--- config.mk ---
export PLATFORM = sky130hd
export DESIGN_NAME = pkt_addr_regs
export DESIGN_NICKNAME = d
export VERILOG_FILES = /design/src/logic/chiplet_types_pkg.sv /design/src/logic/endpoint_map_pkg.sv /design/src/logic/pkt_addr_regs.sv
export SDC_FILE = /design/constraint.sdc
export NUM_CORES = 1
export LEC_CHECK = 0
export BUFFER_PORTS_ARGS = -buffer_cell sky130_fd_sc_hd__buf_2
export CAP_MARGIN = 25
export CORE_UTILIZATION = 41
export CTS_CLUSTER_DIAMETER = 200
export CTS_CLUSTER_SIZE = 24
export DETAILED_ROUTE_END_ITERATION = 7
export GPL_TIMING_DRIVEN = 0
export HOLD_SLACK_MARGIN = 0.02
export PLACE_DENSITY = 0.84
export SLEW_MARGIN = 10
export SYNTH_ARGS = -nofsm -noshare
export SYNTH_HDL_FRONTEND = slang
export SYNTH_SLANG_ARGS = --single-unit
--- constraint.sdc ---
create_clock -name clk -period 0.8 [get_ports clk]
set_clock_uncertainty 0.05 [all_clocks]
set_input_delay 0.12 -clock clk [delete_from_list [all_inputs] [get_ports clk]]
set_output_delay 0.12 -clock clk [all_outputs]
set_load 0.1 [all_outputs]
--- src/logic/chiplet_types_pkg.sv ---
package chiplet_types_pkg;

    // ~~~~~~~~~~~~~~~~~~~~~~~~~~~~~~
    // vector widths.
    // ~~~~~~~~~~~~~~~~~~~~~~~~~~~~~~
    typedef logic [31:0] word_t;
    typedef logic [31:0] bus_addr_t;
    // byte address inside one 128 word cache.
    typedef logic [8:0]  cache_addr_t;
    typedef logic [3:0]  strobe_t;

    // ~~~~~~~~~~~~~~~~~~~~~~~~~~~~~~
    // bus and fill bundles.
    // ~~~~~~~~~~~~~~~~~~~~~~~~~~~~~~
    typedef struct packed {
        logic      wen;
        logic      ren;
        bus_addr_t addr;
        word_t     wdata;
        strobe_t   strobe;
    } bus_req_t;

    typedef struct packed {
        logic        wen;
        logic        ren;
        cache_addr_t addr;
        word_t       wdata;
        strobe_t     strobe;
    } cache_req_t;

    typedef struct packed {
        word_t rdata;
        logic  error;
        logic  request_stall;
    } bus_rsp_t;

    // link side word, qualified by fill_valid / fill_ready.
    typedef struct packed {
        cache_addr_t addr;
        word_t       data;
    } fill_req_t;

endpackage

--- src/logic/endpoint_map_pkg.sv ---
package endpoint_map_pkg;

    // ~~~~~~~~~~~~~~~~~~~~~~~~~~~~~~
    // region sizes.
    // ~~~~~~~~~~~~~~~~~~~~~~~~~~~~~~
    localparam int NUM_MSGS        = 4;
    localparam int CACHE_NUM_WORDS = 128;

    // packet table sits at byte address 0.
    localparam int PKT_TABLE_LEN = NUM_MSGS * 4;

    // ~~~~~~~~~~~~~~~~~~~~~~~~~~~~~~
    // cache regions.
    // ~~~~~~~~~~~~~~~~~~~~~~~~~~~~~~
    localparam logic [31:0] TX_CACHE_BASE = 32'h0000_2000;
    localparam logic [31:0] RX_CACHE_BASE = 32'h0000_3000;
    localparam int          CACHE_LEN     = CACHE_NUM_WORDS * 4;

    // returned for any unmapped read.
    localparam logic [31:0] FILLER_WORD = 32'hBAD1_BAD1;

endpackage

--- src/logic/pkt_addr_regs.sv ---
`timescale 1ns/1ns

module pkt_addr_regs
    import chiplet_types_pkg::*;
    import endpoint_map_pkg::*;
(
    input  logic       clk,
    input  logic       n_rst,
    input  logic       wen,
    input  logic       ren,
    input  logic [1:0] index,
    input  word_t      wdata,
    output word_t      rdata
);

    word_t pkt_start_addr [NUM_MSGS];
    word_t aligned_wdata;

    // keep only a word aligned cache address.
    assign aligned_wdata = word_t'({wdata[$bits(cache_addr_t)-1:2], 2'b00});

    always_ff @(posedge clk, negedge n_rst) begin
        if (!n_rst) begin
            for (int i = 0; i < NUM_MSGS; i++) begin
                pkt_start_addr[i] <= '0;
            end
        end else if (wen) begin
            pkt_start_addr[index] <= aligned_wdata;
        end
    end

    // zero wait read.
    always_comb begin
        if (ren) begin
            rdata = pkt_start_addr[index];
        end else begin
            rdata = '0;
        end
    end

endmodule

# After elaboration in Yosys (flattened, before gate mapping)
# Index checks and enable logic that the tools add are counted.
# totals
wordCells,15
ff_bits,128
in_bits,38
out_inout_bits,32
# op_classes
muxes,7
reduce_logical,1
magnitude_cmp,2
bitwise_logic,1
# ops
operator,count
$bwmux W128,1
$mux W32,4
$bmux W32 S2,1
$demux W32 S2,1
$ge A3 B3 Y1 const B,1
$lt A3 B1 Y1 const B,1
$not A2 Y3,1
$logic_and A1 B1 Y1,1

# Depth between registers and ports, before layout
# logic_depth
ltp_word,6
depth_mapped,4
ltp_nobuf,2

# Worst setup path before layout
# Ideal clock, no wire load.
# synth_timing
path_kind,input to output
start,input index[1]
end,output rdata[2]
t_required_ns,0.630
arrival_time_ns,2.043
path_slack_ns,-1.413
path_stages,4
path_cell_list,buf_6 -> buf_4 -> mux2i_1 -> o22ai_1
# synth_via
elab_chain_len,5
# synth_rtl
element,line_no,text
start: declaration,pkt_addr_regs.sv:11,"input logic [1:0] index,"
$not A2 Y3 (not written as such),pkt_addr_regs.sv:35,rdata = pkt_start_addr[index];
$bmux W32 S2,pkt_addr_regs.sv:35,
$mux W32 (not written as such) (2 in a row),pkt_addr_regs.sv:35,
$mux W32,pkt_addr_regs.sv:34,if (ren) begin
end: declaration,pkt_addr_regs.sv:13,output word_t rdata
# No other way between the ends. The select of a mux whose other input is x is not followed.

# Worst setup path in the final report
# layout_timing
start,register pkt_start_addr[104] (netlist bit)
end,output rdata[8]
# layout_via
elab_chain_len,4
# layout_rtl
element,line_no,text
start: declaration,pkt_addr_regs.sv:16,word_t pkt_start_addr [NUM_MSGS];
start signal: indexed assignment,pkt_addr_regs.sv:28,pkt_start_addr[index] <= aligned_wdata;
$bmux W32 S2,pkt_addr_regs.sv:35,
$mux W32 (not written as such) (2 in a row),pkt_addr_regs.sv:35,
$mux W32,pkt_addr_regs.sv:34,
# No other way between the ends. The select of a mux whose other input is x is not followed.

==> run metrics <==
register area=700.7 µm²; height of the die=62.06 µm; # fillers=236; row cnt=21; GP Congestion=0.6930; crit path max fanout=2; register bit total from synthesis=28; Clock Tree Buf Depth=2; top-area cell type share of the netlist area=47.38%; Most flops, register=pkt_start_addr; num ports=70; Die Footprint=0.003851 mm²; # DRC=0; Critical Path RT=0.63 ns; global-route wire length before repair=4.802 mm; CP startpoint kind=flip-flop; multi-input logic area=908.4 µm²; Worst EP arrival=1.31 ns; HP Class=in -> async; peak supply drop=0.001354 V; post-synth cell types=13; htree depth=1; syn_area_per_cell=13.20 µm²; met2 usage=31.31%; worst hold slack=-0.2635 ns; maxcap violations=0; ANT cells=0; share of cells above drive strength 1=68.24%; Seq/Total Area, Yosys=47.38%; Total Power=4.993 mW; final hold viol count=28; met3 GRT Util=1.863%; Skew-Pair Late Insertion Delay=0.32 ns; Synth-to-Final Area Change=53.13%; total clock sinks=28; failing checks=hold timing, setup timing; Detailed Routing Iterations Pass 1=4; biggest regs=pkt_start_addr x28; largest net degree at the start of global routing=29; initial antenna violation count=0; number of flip-flops in the largest register=28; met1 Use GR=24.40%; Worst-path clk slew=0.15 ns; CTS buffer count=3; cell taking the most area after synthesis=dfrtp_1; CTS tree=built; DR vias/cell=4.583; outcome=complete, but fails checks; Total GRT Usage=18.01%; Slew @ Worst Pin=0.6185 ns; Setup CP Type=reg -> out; ranking of synthesized cells by area=dfrtp_1 47%, mux2_2 21%, buf_4 13%, mux2i_1 9.5%, o22ai_1 3.0%; fin. max-slew vios=0; Routed Antenna Nets=0; final setup violating endpoints=35; GRT overflow=0; GR peak layer=met2; Synth Cell Area=0.001479 mm²; Crit. End Element=output port; relative slew slack=58.76%; CORE AREA=0.003390 mm²; vias in the first global route=945; Post-Route WL=3.239 mm; DR vias=990; Final nets=209; Root Buffer=clkbuf_4; I/O Buffers=17; DR WL/cell=15.00 µm; Leak=1.101 nW; fmax=677.5 MHz; minimum clock period=1.476 ns; power density cells=2205 mW/mm²; YS warnings=0; final core occ=66.81%; Post-Syn Instances=112; Initial Util=43.63%; Die Width=62.06 µm; Iter 0 DRT Violations=21; PnR worst setup slack=-0.6760 ns; Final period util=184.5%; RSZ-0062 raised after global routing=true
## worst max-delay path, stage by stage (launching register included)
cell	delay [ns]
dfrtp_1	0.43
mux2i_2	0.25
o22ai_4	0.11
buf_12	0.19
## stage by stage
| stage | TNS (ns) | cells | setup WS [ns] | hold WS (ns) | instance area [µm²] |
|---|---|---|---|---|---|
| after floorplan | -9.159 | 136 | -0.4993 | -0.2256 | 1735 |
| after global placement | -12.98 | 199 | -0.5470 | 0.09344 | 1878 |
| after detailed placement | -13.39 | 199 | -0.5807 | 0.1148 | 1878 |
| after CTS | -5.996 | 212 | -0.6562 | -0.2487 | 2197 |
| after global routing | -7.406 | 216 | -0.7161 | -0.2232 | 2265 |
| final | -6.610 | 216 | -0.6760 | -0.2635 | 2265 |
## cell usage in the layout, fill, tap and decap left out
cell type	Yosys	layout
dfrtp_1	28	28
mux2_2	28	4
o22ai_4	0	7
mux2i_2	0	13
buf_6	2	5
buf_4	26	32
nand3_2	1	1
nor3b_4	1	1
nand2_2	0	1
nand3b_2	1	1
clkbuf_8	0	1
nand3b_1	1	1
nand2b_4	0	1
clkbuf_4	0	3
conb_1	1	25
buf_2	0	10
buf_8	0	1
mux2i_4	0	1
mux2_4	0	24
buf_12	0	10
## synth_stat cells
cell type / instances
dfrtp_1: 28
buf_4: 26
buf_6: 2
nand3b_1: 1
mux2_2: 28
nand2_1: 1
nor3b_4: 1
nand3b_2: 1
conb_1: 1
mux2i_1: 14
nand3_2: 1
o22ai_1: 7
nand2b_1: 1
## final cells by class
cell class / count / area share (%)
timing repair buffer: 30 / 14.09
multi-input combinational: 80 / 40.11
clock buffer: 4 / 1.602
tap: 46 / 2.541
buffer: 28 / 10.72
sequential: 28 / 30.94
## path summary, 6_finish.rpt
kind	cells past startpoint	from	slack [ns]	to
worst max-delay path	3	pkt_start_addr[104]	-0.68	rdata[8]
worst min-delay path	1	n_rst	-0.26	pkt_start_addr[67]
worst max register to register	2	pkt_start_addr[98]	-0.16	pkt_start_addr[98]
worst min register to register	1	pkt_start_addr[70]	0.50	pkt_start_addr[70]
max in group asynchronous	1	n_rst	0.56	pkt_start_addr[68]
min in group clk	2	wdata[4]	0.02	pkt_start_addr[36]
## metal layers
layer | up-vias | share of wire, %
met5 | - | 0
met4 | 0 | 0.65
met3 | 3 | 3.7
met2 | 33 | 52
met1 | 487 | 43
li1 | 467 | -
## power by group
part           total [mW]  internal [mW]  switching, mW  leakage, nW
clock network       0.684          0.279          0.405       0.0210
logic                2.41           1.05           1.36        0.749
registers            1.90           1.68          0.219        0.331
total                4.99           3.01           1.98         1.10
## cell families (layout without fill, tap and decap cells)
logic type	Yosys count	in the layout	share of synthesized area, %
flops	28	28	47.38
mux	42	42	30.79
buf+inv	28	62	14.72
simple gates	6	6	3.892
compound gates	7	7	2.961
other cells	1	25	0.2536
## timing repair
item	in CTS	in global routing
endpoints found under the hold margin	34	28
gates resized for setup	54	10
pin swaps	7	0
buffers inserted	9	5
setup endpoints to repair	35	35
(Power assumes the default switching activity.)
