[src/logic/chiplet_types_pkg.sv]
package chiplet_types_pkg;

    // ~~~~~~~~~~~~~~~~~~~~~~~~~~~~~~
    // vector widths.
    // ~~~~~~~~~~~~~~~~~~~~~~~~~~~~~~
    typedef logic [31:0] word_t;
    typedef logic [31:0] bus_addr_t;
    // byte address inside one 128 word cache.
    typedef logic [8:0]  cache_addr_t;
    typedef logic [3:0]  strobe_t;

    // ~~~~~~~~~~~~~~~~~~~~~~~~~~~~~~
    // bus and fill bundles.
    // ~~~~~~~~~~~~~~~~~~~~~~~~~~~~~~
    typedef struct packed {
        logic      wen;
        logic      ren;
        bus_addr_t addr;
        word_t     wdata;
        strobe_t   strobe;
    } bus_req_t;

    typedef struct packed {
        logic        wen;
        logic        ren;
        cache_addr_t addr;
        word_t       wdata;
        strobe_t     strobe;
    } cache_req_t;

    typedef struct packed {
        word_t rdata;
        logic  error;
        logic  request_stall;
    } bus_rsp_t;

    // link side word, qualified by fill_valid / fill_ready.
    typedef struct packed {
        cache_addr_t addr;
        word_t       data;
    } fill_req_t;

endpackage

[src/logic/endpoint_map_pkg.sv]
package endpoint_map_pkg;

    // ~~~~~~~~~~~~~~~~~~~~~~~~~~~~~~
    // region sizes.
    // ~~~~~~~~~~~~~~~~~~~~~~~~~~~~~~
    localparam int NUM_MSGS        = 4;
    localparam int CACHE_NUM_WORDS = 128;

    // packet table sits at byte address 0.
    localparam int PKT_TABLE_LEN = NUM_MSGS * 4;

    // ~~~~~~~~~~~~~~~~~~~~~~~~~~~~~~
    // cache regions.
    // ~~~~~~~~~~~~~~~~~~~~~~~~~~~~~~
    localparam logic [31:0] TX_CACHE_BASE = 32'h0000_2000;
    localparam logic [31:0] RX_CACHE_BASE = 32'h0000_3000;
    localparam int          CACHE_LEN     = CACHE_NUM_WORDS * 4;

    // returned for any unmapped read.
    localparam logic [31:0] FILLER_WORD = 32'hBAD1_BAD1;

endpackage

[src/logic/cache.sv]
`timescale 1ns/1ns

module cache
    import chiplet_types_pkg::*;
    import endpoint_map_pkg::*;
(
    input  logic       clk,
    input  logic       n_rst,
    input  cache_req_t req,
    output bus_rsp_t   rsp,
    input  logic       fill_wen,
    input  fill_req_t  fill
);

    word_t mem [CACHE_NUM_WORDS];
    word_t rdata_q;
    logic  pending_q;
    logic  read_start;

    logic [$clog2(CACHE_NUM_WORDS)-1:0] bus_idx;
    logic [$clog2(CACHE_NUM_WORDS)-1:0] fill_idx;

    // word index, byte offset dropped.
    assign bus_idx  = req.addr[$bits(cache_addr_t)-1:2];
    assign fill_idx = fill.addr[$bits(cache_addr_t)-1:2];

    // first cycle of a read.
    assign read_start = req.ren && !pending_q;

    // ~~~~~~~~~~~~~~~~~~~~~~~~~~~~~~
    // storage.
    // ~~~~~~~~~~~~~~~~~~~~~~~~~~~~~~
    always_ff @(posedge clk) begin
        if (req.wen) begin
            for (int i = 0; i < $bits(strobe_t); i++) begin
                if (req.strobe[i]) begin
                    mem[bus_idx][8*i +: 8] <= req.wdata[8*i +: 8];
                end
            end
        end else if (fill_wen) begin
            mem[fill_idx] <= fill.data;
        end

        if (read_start) begin
            rdata_q <= mem[bus_idx];
        end
    end

    // ~~~~~~~~~~~~~~~~~~~~~~~~~~~~~~
    // read stall.
    // ~~~~~~~~~~~~~~~~~~~~~~~~~~~~~~
    // set for exactly one cycle per read.
    always_ff @(posedge clk, negedge n_rst) begin
        if (!n_rst) begin
            pending_q <= 1'b0;
        end else begin
            pending_q <= read_start;
        end
    end

    always_comb begin
        rsp.rdata         = rdata_q;
        rsp.error         = 1'b0;
        rsp.request_stall = read_start;
    end

endmodule

[config.mk]
export PLATFORM = sky130hd
export DESIGN_NAME = cache
export DESIGN_NICKNAME = d
export VERILOG_FILES = /design/src/logic/chiplet_types_pkg.sv /design/src/logic/endpoint_map_pkg.sv /design/src/logic/cache.sv
export SDC_FILE = /design/constraint.sdc
export NUM_CORES = 2
export LEC_CHECK = 0
export BUFFER_PORTS_ARGS = -buffer_cell sky130_fd_sc_hd__clkbuf_2
export CAP_MARGIN = 10
export CORE_AREA = 2 2 568 570
export DETAILED_ROUTE_END_ITERATION = 6
export DIE_AREA = 0 0 570 572
export PLACE_DENSITY = 0.65
export SLEW_MARGIN = 20
export SYNTH_ARGS = -nofsm -noshare
export SYNTH_HDL_FRONTEND = slang
export SYNTH_SLANG_ARGS = --single-unit
[constraint.sdc]
create_clock -name clk -period 3.63 [get_ports clk]
set_input_delay 0.1815 -clock clk [delete_from_list [all_inputs] [get_ports clk]]
set_output_delay 0.1815 -clock clk [all_outputs]
set_load 0.005 [all_outputs]
* After elaboration in Yosys (flattened, before gate mapping)
Memories as Yosys holds them, arrays and structs flattened. A register that Yosys moved wholly into a read port is not among the register bits.
Cells that the tools add are included.
** Word-level totals
- Bits in writable memories :: 4096
- Input port bits :: 91
- Memories :: 1
- Flip-flop bits (word level) :: 1
** Memories
- mem :: depth 128, bits a word 32, rd ports 1, clocked after memory_dff 1, write ports 1, line cache.sv:15 : word_t mem [CACHE_NUM_WORDS];
** Operators by class
- Muxes and demuxes :: 18
- Reductions and logical operators :: 3
** Operators with widths (count)
- $mux W32 :: 1
- $reduce_or A32 Y1 :: 1
- $mux W1 :: 15
- $mux W7 :: 1
- $mux W4 :: 1
- $logic_and A1 B1 Y1 :: 1
- $logic_not A1 Y1 :: 1

* Longest topological paths before layout
- Depth in word-level cells :: 5
- Gate-level depth with buffers :: 9
- Gate-level depth less buffers :: 4

* Worst setup path before layout
No wires, ideal clock.
- Path kind :: input -> register
- Start :: in fill_wen
- End :: mem mem[0][10] (netlist name) (data pin)
- Stages on the path :: 6
- Buffers on the path :: 3
- Setup slack :: 324 ps
- Arrival time :: 2795 ps
- Cells stage by stage :: nor2b_1 > clkbuf_1 > clkbuf_1 > buf_1 > nand2_1 > nand2_1
** Between the ends
- Word-level cells in the longest chain between the ends :: 5
** RTL lines
- start: declaration :: line cache.sv:11 : input logic fill_wen,
- $mux W1 :: line cache.sv:40 : end else if (fill_wen) begin
- $mux W1 :: line cache.sv:34 : if (req.wen) begin
- $mux W1 (implied by the code) :: line cache.sv:41 : mem[fill_idx] <= fill.data;
- $reduce_or A32 Y1 (no line)
- $mux W32 (no line)
- end: declaration :: line cache.sv:15
No other way between the ends.

* Worst setup path in the final report
- Start :: in req[42] (netlist name)
- End :: mem mem[55][4] (netlist name), enable pin
** Between the ends
- Word-level cells in the longest chain between the ends :: 1
** RTL lines
- start: declaration :: line cache.sv:9 : input cache_req_t req,
- $mux W7 (no line)
No other way between the ends.

==> run summary <==
- **post-route clock skew** 0.0958 ns
- **Sequential Power Share** 52.7%
- **Worst setup EP type** flop
- **average cell area after synthesis** 24.0 um2
- **proportion of total power due to net switching** 21.6%
- **Async SR Flop Fraction** 0.0242%
- **biggest area contributors in the synthesized netlist** edfxtp_1, mux4_2, nor2_1
- **arrival time at the worst endpoint** 3.39 ns
- **synthesized flop and latch total** 4129
- **Inserted Clock Buffers** 413
- **Die Footprint** 326000 um2
- **area added between synthesis and finish** 15.2%
- **number of antenna violations at the first check in global routing** 26
- **number of I/O pins** 125
- **power per unit of standard cell area** 551 nW/um2
- **Final nets** 7459
- **wl on met1** 153000 um
- **Vias** 73.9k
- **transition at the pin with the smallest max-transition slack** 1.24 ns
- **via count of the first global-routing pass** 75.4k
- **crit path setup slack, layout** 0.781 ns
- **cell count after synthesis** 6642
- **chip width** 570 um
- **number of buffer cells added on primary ports** 119
- **accumulated negative setup slack** 0 ns
- **Hold Violations, Final** 0
- **post-synthesis sequential area ratio** 77.9%
- **ordered list of cells on the worst path** dlygate4sd3_1 -> buf_6 -> nand2b_1 -> o21ai_1 -> nand2_2 -> buf_4 -> nor2_1
- **count of synthesis-stage warnings from yosys** 0
- **maximum root-to-sink buffer count** 4
- **Synth cell types** 29
- **die height** 572 um
- **internal power contribution** 79.2 mW
- **critical path required time** 4.17 ns
- **Setup crit start kind** input pin
- **CTS clk-pin slew, worst paths** 0.06 ns
- **Congestion Overflow GR** 0
- **Slew headroom** 17.2%
- **EDFF count, synth** 4128
- **CP max stage delay** 0.74 ns
- **Placement Setup Slack** 0.206 ns
- **half-perimeter wire length of the detailed placement result** 242000 um
- **switching power** 21.8 mW
- **count of final setup violators** 0
- **peak clock frequency supported by timing** 0.351 GHz
- **post-detailed-route via-to-cell ratio** 6.19
- **number of sinks on the clock net** 4129
- **static leakage power** 56.2 nW
- **1st-iter DRT viols** 9711
- **final core utilization** 57.3%
- **result of the run** complete, no violations
- **worst min path class** in2reg
- **RSZ-0062 raised after global routing** false
- **initial cell density of the core** 49.8%
- **Critical Path Slowest Stage Cell** o21ai_1
- **leading post-synthesis cells by instance count** edfxtp_1, mux4_2, nor2_1
- **synthesized netlist net count** 6733
- **clock latency on the worst-skew pair** 1.00 ns
- **Largest delay share family, worst path** simple AND/OR/NAND/NOR gates
- **type of the worst setup path** in2reg
- **worst vdd ir** 0.433 mV
- **number of DRC violations after detailed routing** 0
- **crit-path max FO** 16
- **pin count of the biggest net entering global routing** 129
- **H-Tree Level Count** 5
- **maximum capacitance violations** 0
- **final period demand of the worst path** 2.85 ns
- **area of the core** 320000 um2
- **row cnt** 208
- **total routed wirelength** 384000 um
- **TritonCTS clock tree** built
- **total met2 wirelength after detailed routing** 185000 um
- **global placer's final weighted congestion** 0.822
- **final worst hold slack** 0.00784 ns
- **share of final-layout standard cells stronger than drive strength 1** 34.6%
- **Met3 Routed Length** 33300 um
- **area share of the largest cell type after synthesis** 77.8%
- **most repeated cell in the gate-level netlist after synthesis** edfxtp_1
- **primary flip-flop cell chosen by synthesis mapping** edfxtp_1
- **first-pass GRT wire length** 551000 um
- **combinational fraction of design power** 6.0%
- **Final Max Slew Viols** 0
- **top layer used by detailed routing** met5
- **portion of total power attributed to the clock network** 41.3%
- **root buffer cell** clkbuf_16
- **ANT nets after route** 0
- **netlist area before placement** 159000 um2
- **post-synthesis cell type with the largest combined area** edfxtp_1
- **DRT Pass-1 Iters** 5
- **average routed wire per standard cell** 32.2 um
- **Overall Global Routing Usage** 23.7%
- **Worst Path Buf+Inv** 3
- **final worst-path cycle share** 78.5%
==> what timing repair did <==
action                    in CTS  in global routing
setup buffers                  0                  0
hold buffers                  63                  0
hold endpoints to repair    1047                  0
gates resized for setup        0                  0
==> path summary, 6_finish.rpt <==
check,from,to,cells past startpoint,slack [ns]
max in group asynchronous,n_rst,pending_q,3,3.47
worst max register to register,mem[94][5],rdata_q[5],4,0.98
worst min register to register,pending_q,pending_q,1,0.49
min in group asynchronous,n_rst,pending_q,3,0.05
worst max-delay path,req[42],mem[55][4],7,0.78
worst min-delay path,req[7],mem[117][3],4,0.008
==> tightest hold or removal path: cells and delay by family <==
kind / cells / cell delay [ns]
buf+inv: 2 / 0.31
simple gates: 2 / 0.23
==> registers in the layout (all words and copies together), names as in the netlist <==
name	count
mem	4096
rdata_q	32
pending_q	1
==> power by group through the flow <==
| stage | clock, mW | combinational (mW) | sequential, mW |
|---|---|---|---|
| global route | 44.1 | 6.33 | 53.3 |
| finish | 41.7 | 6.06 | 53.3 |
| global placement | 0 | 5.83 | 54.3 |
| CTS | 42.3 | 6.10 | 53.3 |
| detailed placement | 0 | 5.98 | 54.3 |
| floorplan | 0 | 3.24 | 54.4 |
==> layer usage <==
layer,vias up,track usage [%]
met4,8,7.58
li1,29901,-
met5,-,0
met1,40054,34.2
met2,3366,37.5
met3,564,3.87
==> cells in the final DEF (no fill, tap or decap), types with 4 or more instances in the layout <==
master	n
inv_16	5
a32o_1	5
bufinv_16	36
clkinv_4	6
clkbuf_16	417
edfxtp_1	4128
nand2b_1	6
inv_6	5
clkinv_1	104
nand3_1	12
nor2_1	513
buf_12	130
diode_2	12
a32oi_2	4
mux2_2	32
dlygate4sd3_1	58
nand2_1	110
or4bb_1	5
clkbuf_2	114
clkinv_2	79
clkinv_16	10
buf_4	405
clkbuf_1	84
nand2_2	13
clkinvlp_4	11
mux4_2	1344
nand2_4	32
clkinv_8	5
buf_6	5
==> layout make-up <==
type                            count  area (um2)
Timing Repair Buffer              715        6900
Fill cell                       22434      136000
Clock inverter                    262        2540
Antenna cell                       12        30.0
Multi-Input combinational cell   2106       34000
Sequential cell                  4129      124000
Tap cell                         4200        5260
Clock buffer                      501       10800
Inverter                            3        11.3
==> logic make-up (layout without fill, tap and decap cells) <==
kind of cell | count (synthesis) | count (layout) | synth area share (%)
and+or+nand+nor | 705 | 705 | 1.74
other | 1 | 13 | 0.00235
buffers and inverters | 407 | 1481 | 1.03
AOI/OAI and AO/OA | 22 | 22 | 0.116
DFF | 4129 | 4129 | 77.9
muxes | 1378 | 1378 | 19.2
==> through the flow <==
step	area, um2	total power [mW]	cells
floorplan	159000	57.6	6642
global placement	169000	60.1	11086
detailed placement	169000	60.3	11090
CTS	183000	102	11916
global route	183000	104	11917
finish	183000	101	11928
(Power assumes the default switching activity.)
