[src/logic/chiplet_types_pkg.sv]
package chiplet_types_pkg;

    // ~~~~~~~~~~~~~~~~~~~~~~~~~~~~~~
    // vector widths.
    // ~~~~~~~~~~~~~~~~~~~~~~~~~~~~~~
    typedef logic [31:0] word_t;
    typedef logic [31:0] bus_addr_t;
    // byte address inside one 128 word cache.
    typedef logic [8:0]  cache_addr_t;
    typedef logic [3:0]  strobe_t;

    // ~~~~~~~~~~~~~~~~~~~~~~~~~~~~~~
    // bus and fill bundles.
    // ~~~~~~~~~~~~~~~~~~~~~~~~~~~~~~
    typedef struct packed {
        logic      wen;
        logic      ren;
        bus_addr_t addr;
        word_t     wdata;
        strobe_t   strobe;
    } bus_req_t;

    typedef struct packed {
        logic        wen;
        logic        ren;
        cache_addr_t addr;
        word_t       wdata;
        strobe_t     strobe;
    } cache_req_t;

    typedef struct packed {
        word_t rdata;
        logic  error;
        logic  request_stall;
    } bus_rsp_t;

    // link side word, qualified by fill_valid / fill_ready.
    typedef struct packed {
        cache_addr_t addr;
        word_t       data;
    } fill_req_t;

endpackage

[src/logic/endpoint_map_pkg.sv]
package endpoint_map_pkg;

    // ~~~~~~~~~~~~~~~~~~~~~~~~~~~~~~
    // region sizes.
    // ~~~~~~~~~~~~~~~~~~~~~~~~~~~~~~
    localparam int NUM_MSGS        = 4;
    localparam int CACHE_NUM_WORDS = 128;

    // packet table sits at byte address 0.
    localparam int PKT_TABLE_LEN = NUM_MSGS * 4;

    // ~~~~~~~~~~~~~~~~~~~~~~~~~~~~~~
    // cache regions.
    // ~~~~~~~~~~~~~~~~~~~~~~~~~~~~~~
    localparam logic [31:0] TX_CACHE_BASE = 32'h0000_2000;
    localparam logic [31:0] RX_CACHE_BASE = 32'h0000_3000;
    localparam int          CACHE_LEN     = CACHE_NUM_WORDS * 4;

    // returned for any unmapped read.
    localparam logic [31:0] FILLER_WORD = 32'hBAD1_BAD1;

endpackage

[src/logic/cache.sv]
`timescale 1ns/1ns

module cache
    import chiplet_types_pkg::*;
    import endpoint_map_pkg::*;
(
    input  logic       clk,
    input  logic       n_rst,
    input  cache_req_t req,
    output bus_rsp_t   rsp,
    input  logic       fill_wen,
    input  fill_req_t  fill
);

    word_t mem [CACHE_NUM_WORDS];
    word_t rdata_q;
    logic  pending_q;
    logic  read_start;

    logic [$clog2(CACHE_NUM_WORDS)-1:0] bus_idx;
    logic [$clog2(CACHE_NUM_WORDS)-1:0] fill_idx;

    // word index, byte offset dropped.
    assign bus_idx  = req.addr[$bits(cache_addr_t)-1:2];
    assign fill_idx = fill.addr[$bits(cache_addr_t)-1:2];

    // first cycle of a read.
    assign read_start = req.ren && !pending_q;

    // ~~~~~~~~~~~~~~~~~~~~~~~~~~~~~~
    // storage.
    // ~~~~~~~~~~~~~~~~~~~~~~~~~~~~~~
    always_ff @(posedge clk) begin
        if (req.wen) begin
            for (int i = 0; i < $bits(strobe_t); i++) begin
                if (req.strobe[i]) begin
                    mem[bus_idx][8*i +: 8] <= req.wdata[8*i +: 8];
                end
            end
        end else if (fill_wen) begin
            mem[fill_idx] <= fill.data;
        end

        if (read_start) begin
            rdata_q <= mem[bus_idx];
        end
    end

    // ~~~~~~~~~~~~~~~~~~~~~~~~~~~~~~
    // read stall.
    // ~~~~~~~~~~~~~~~~~~~~~~~~~~~~~~
    // set for exactly one cycle per read.
    always_ff @(posedge clk, negedge n_rst) begin
        if (!n_rst) begin
            pending_q <= 1'b0;
        end else begin
            pending_q <= read_start;
        end
    end

    always_comb begin
        rsp.rdata         = rdata_q;
        rsp.error         = 1'b0;
        rsp.request_stall = read_start;
    end

endmodule

[src/logic/rx_fill_arb.sv]
`timescale 1ns/1ns

module rx_fill_arb
    import chiplet_types_pkg::*;
(
    input  logic       clk,
    input  logic       n_rst,
    input  cache_req_t bus_req,
    output bus_rsp_t   bus_rsp,
    input  logic       fill_valid,
    output logic       fill_ready,
    input  fill_req_t  fill
);

    cache_req_t cache_req;
    bus_rsp_t   cache_rsp;
    logic       bus_active;
    logic       fill_wen;

    // bus master always wins.
    assign bus_active = bus_req.ren || bus_req.wen;
    assign fill_ready = !bus_active;
    assign fill_wen   = fill_valid && fill_ready;

    // master side is read only.
    always_comb begin
        cache_req     = bus_req;
        cache_req.wen = 1'b0;
    end

    always_comb begin
        bus_rsp.rdata         = cache_rsp.rdata;
        bus_rsp.error         = cache_rsp.error || bus_req.wen;
        bus_rsp.request_stall = cache_rsp.request_stall;
    end

    cache rx_cache (
        .clk      (clk),
        .n_rst    (n_rst),
        .req      (cache_req),
        .rsp      (cache_rsp),
        .fill_wen (fill_wen),
        .fill     (fill)
    );

endmodule
[config.mk]
export PLATFORM = sky130hd
export DESIGN_NAME = rx_fill_arb
export DESIGN_NICKNAME = d
export VERILOG_FILES = /design/src/logic/chiplet_types_pkg.sv /design/src/logic/endpoint_map_pkg.sv /design/src/logic/cache.sv /design/src/logic/rx_fill_arb.sv
export SDC_FILE = /design/constraint.sdc
export NUM_CORES = 2
export LEC_CHECK = 0
export BUFFER_PORTS_ARGS = -buffer_cell sky130_fd_sc_hd__buf_2
export CAP_MARGIN = 25
export CORE_UTILIZATION = 34
export DETAILED_ROUTE_END_ITERATION = 7
export SYNTH_ARGS = -nofsm -noshare
export SYNTH_HDL_FRONTEND = slang
export SYNTH_SLANG_ARGS = --single-unit
[constraint.sdc]
create_clock -name clk -period 2.7 [get_ports clk]
set_clock_uncertainty 0.05 [all_clocks]
set_input_delay 0.27 -clock clk [delete_from_list [all_inputs] [get_ports clk]]
set_output_delay 0.27 -clock clk [all_outputs]
set_load 0.05 [all_outputs]
### Word-level counts from Yosys, hierarchy flattened

Memory sizes are Yosys's and may differ from the RTL's. A register that Yosys moved wholly into a read port is not among the register bits.
Index checks and enable logic that the tools add are counted.

* flip-flop bits (word level): 1
* memory bits (writable): 4096
* input bits: 91
* output and inout bits: 35
* logic and storage cells: 9
* memories: 1

Memory list
* rx_cache.mem: depth 128, width 32, rd ports 1, clocked after Yosys merged registers in 1, write ports 1, line cache.sv:15 `word_t mem [CACHE_NUM_WORDS];`

* mux-type cells: 2
* reductions and logical operators: 5

Operator list (number)
* logical AND 1 bit: 2
* zero test 1 bit: 2
* 2-to-1 mux 1 bit: 2
* logical OR 1 bit: 1

### Longest topological paths before layout

* word-level depth: 5
* gate-level depth with buffers: 8
* gate-level depth less buffers: 4

### Cells and area by module

A second synthesis with hierarchy kept.

* cell total of the unflattened synthesis: 6646
* area, all modules: 159257.7 um^2

By module, submodules not included
* cache: instances 1, cells an instance 6642, area each 159236.5 um^2, sequential area each 123983.9 um^2
* rx_fill_arb: instances 1, cells an instance 4, area each 21.3 um^2, sequential area each 0.0 um^2

### Worst setup path before layout

Ideal clock, no wire load.

* path kind: input to register
* from: in bus_req[46] in the netlist's numbering
* to: mem rx_cache.mem[127][0] in the netlist's numbering (enable)
* setup time: 0.421 ns
* arrival time: 3.077 ns
* data required time: 2.229 ns
* setup slack: -0.848 ns
* stages: 5
* buffers on the path: 1
* cell sequence: nor2_1 > and3_1 > nand3_1 > clkbuf_1 > nor2_1

* word-level cells in the longest chain between the ends: 5

Ends and longest elaborated chain
* start, declared: line rx_fill_arb.sv:8 `input cache_req_t bus_req,`
* logical OR 1 bit: line rx_fill_arb.sv:21 `assign bus_active = bus_req.ren || bus_req.wen;`
* zero test 1 bit: line rx_fill_arb.sv:22 `assign fill_ready = !bus_active;`
* logical AND 1 bit: line rx_fill_arb.sv:23 `assign fill_wen = fill_valid && fill_ready;`
* 2-to-1 mux 1 bit: line cache.sv:40 `end else if (fill_wen) begin`
* 2-to-1 mux 1 bit (not written as such): line cache.sv:41 `mem[fill_idx] <= fill.data;`
* end, declared: line cache.sv:15

Every way passes these cells.

==> out/metrics.yaml <==
post-route-min-period_ps: 2820
yosysSeqAreaShare: 0.792
ys_ff_latch: 4129
top_layer: "met4"
preCtsSetupSlack_ps: -931
status: "finished with violations"
syn_avg_cell_area_um2: 26.2
drt_iter0_drc: 9553
grt_max_degree: 129
place_area_um2: 173000
worst_slew_pin_slew_ps: 1020
vias_per_cell: 5.43
grtUsageTotal: 0.181
slew_violations: 0
dr_wl_met2_um: 203000
drc: 0
first_pass_iters: 6
endpoint_kind: "flip-flop"
synthesis.nets: 6074
die_h_um: 681
antenna_left: 0
grt_pass1_vias: 73325
initial_core_util: 0.342
fillers: 39109
max_slew_margin: 0.319
cts-root-buf: "clkbuf_16"
critical_path_class: "flip-flop to flip-flop"
cts_tree: "yes"
nets: 6947
path_clk_slew_ps: 60
hold_violations: 0
setup_slack_ps: -123
synth_xor_xnor_area_share: 0
seq_area_um2: 124000
fp.dieW_um: 681
synth-simple-area-share: 0.00420
synthToLayoutAreaGrowth_pct: 19.1
drv_cap: 0
ir_drop_mv: 0.516
clockBufferDepth: 4
clock-sinks: 4129
routed_wirelength_um: 425000
fin_area_um2: 187000
critPathRequiredTime_ps: 3340
core_area_um2: 457000
h-tree-depth: 5
final_util: 0.408
fmax_mhz: 354
dieArea_um2: 463000
dr_total_vias: 72709
numCtsBuffers: 404
synth_compound_area_frac: 0
total_power_mw: 133
place_congestion: 0.836
violations: "setup timing"
p_per_area_nw_per_um2: 713
detailed_place_hpwl_um: 257000
route.met3.wl_um: 35100
rsz0062_at_grt: "true"
grt_pass1_wl_um: 589000
multi_input_area_um2: 32400
synth.area.mux_share: 0.196
ys_types: 16
finalCritPeriodShare: 1.05
netlist_area_um2: 157000
wl_met1_um: 169000
wire_per_inst_um: 31.8
clkLatencyLatePin_ps: 980
critPathMaxFanout: 1
post_cts_buffers: 0
overflow: 0
antenna_found_initial: 58
synthAdderAreaFrac: 0
num_rows: 248
ys_warn_count: 0
syn_inst: 5983
io_pins: 126
crit_path_start_kind: "flip-flop"
drive_above_1_share: 0.391
crit_arrival_ps: 3460
synth_top_family_by_area: "multiplexers"
hp-class: "primary input to asynchronous set/reset pin"
setup_violations: 25
p_leak_nw: 57.2
portBuffers: 85
==> cells in the mapped netlist (all sizes together) <==
cell,count,share of area
and3,1,0.000040
buf,140,0.0042
clkbuf,173,0.0041
dfrtp,1,0.00016
edfxtp,4128,0.79
mux2,32,0.0023
mux4,1344,0.19
nand2,15,0.00036
nand3,8,0.00026
nand4,1,0.000040
nor2,132,0.0032
nor2b,7,0.00028
nor4b,1,0.000056
==> critical path, cell delays in order (launching register included) <==
cell      delay [ps]
edfxtp_1         360
mux4_2           490
mux4_2           660
mux4_2           670
mux2_2           310
==> area by class of cell <==
cell class / count / share of cell area
Sequential cell: 4129 / 0.665
Multi-Input combinational cell: 1541 / 0.174
Clock buffer: 494 / 0.0568
Timing Repair Buffer: 780 / 0.0515
Tap cell: 6125 / 0.0411
Clock inverter: 244 / 0.0113
Antenna cell: 67 / 0.000899
==> stage by stage <==
step           hold WS [ps]  setup TNS (ps)  cells
3_5_place_dp          -2.03          -26060  12531
3_3_place_gp         -0.964          -26280  12531
6_report                117           -1270  13380
4_1_cts                54.7           -1380  13313
2_1_floorplan         -75.6         -677660   5983
5_1_grt                86.6           -1570  13365
==> cells in the final DEF (no fill, tap or decap), types with 2 or more instances in the layout <==
| master | Yosys | layout |
|---|---|---|
| clkinv_4 | 0 | 3 |
| clkinv_2 | 0 | 80 |
| buf_12 | 0 | 299 |
| mux2_4 | 0 | 27 |
| nand2_2 | 0 | 6 |
| mux2_2 | 32 | 5 |
| clkinv_16 | 0 | 2 |
| clkinv_8 | 0 | 8 |
| clkbuf_1 | 173 | 83 |
| clkinvlp_4 | 0 | 12 |
| inv_16 | 0 | 4 |
| diode_2 | 0 | 67 |
| buf_2 | 73 | 47 |
| buf_4 | 8 | 386 |
| inv_6 | 0 | 9 |
| clkbuf_16 | 0 | 411 |
| nand3_2 | 0 | 2 |
| nor2b_1 | 7 | 5 |
| nand2_1 | 15 | 9 |
| dlygate4sd3_1 | 0 | 44 |
| edfxtp_1 | 4128 | 4128 |
| nor2_4 | 0 | 128 |
| mux4_2 | 1344 | 1344 |
| nor2_1 | 132 | 3 |
| bufinv_16 | 0 | 29 |
| clkinv_1 | 0 | 96 |
| buf_8 | 0 | 3 |
| nand3_1 | 8 | 6 |
==> power by group <==
group          internal [mW]  leakage [nW]  switching [mW]
clock network           30.7          6.21            23.9
registers               70.7          37.1           0.175
logic                   3.07          13.9            4.40
total                    104          57.2            28.5
==> flip-flops by register name (all words and copies together) (netlist names) <==
register	flops
rx_cache.pending_q	1
rx_cache.mem	4096
rx_cache.rdata_q	32
==> per-layer routing <==
metal,vias up,GRT usage
met5,-,0
met1,40283,0.250
met2,3554,0.290
li1,28301,-
met4,0,0.0670
met3,571,0.0297
==> cell families after synthesis <==
logic type / Yosys count
buf+inv: 313
flops: 4129
mux: 1376
simple gates: 165
==> path summary, 6_finish.rpt <==
path	from	end	slack [ps]	depth (start not counted)
min in group clk	fill[6]	rx_cache.mem[0][6]	120	2
max in group asynchronous	n_rst	rx_cache.pending_q	2380	3
worst min register to register	rx_cache.pending_q	rx_cache.pending_q	450	1
worst max register to register	rx_cache.mem[21][18]	rx_cache.rdata_q[18]	-120	4
worst min-delay path	n_rst	rx_cache.pending_q	120	3
worst max-delay path	rx_cache.mem[21][18]	rx_cache.rdata_q[18]	-120	4
==> what timing repair did <==
action | 4_1_cts | 5_1_grt
hold buffers | 44 | 0
hold endpoints to repair | 2267 | 0
gates resized for setup | 25 | 3
endpoints found under the setup margin | 27 | 47
(Power assumes the default switching activity.)
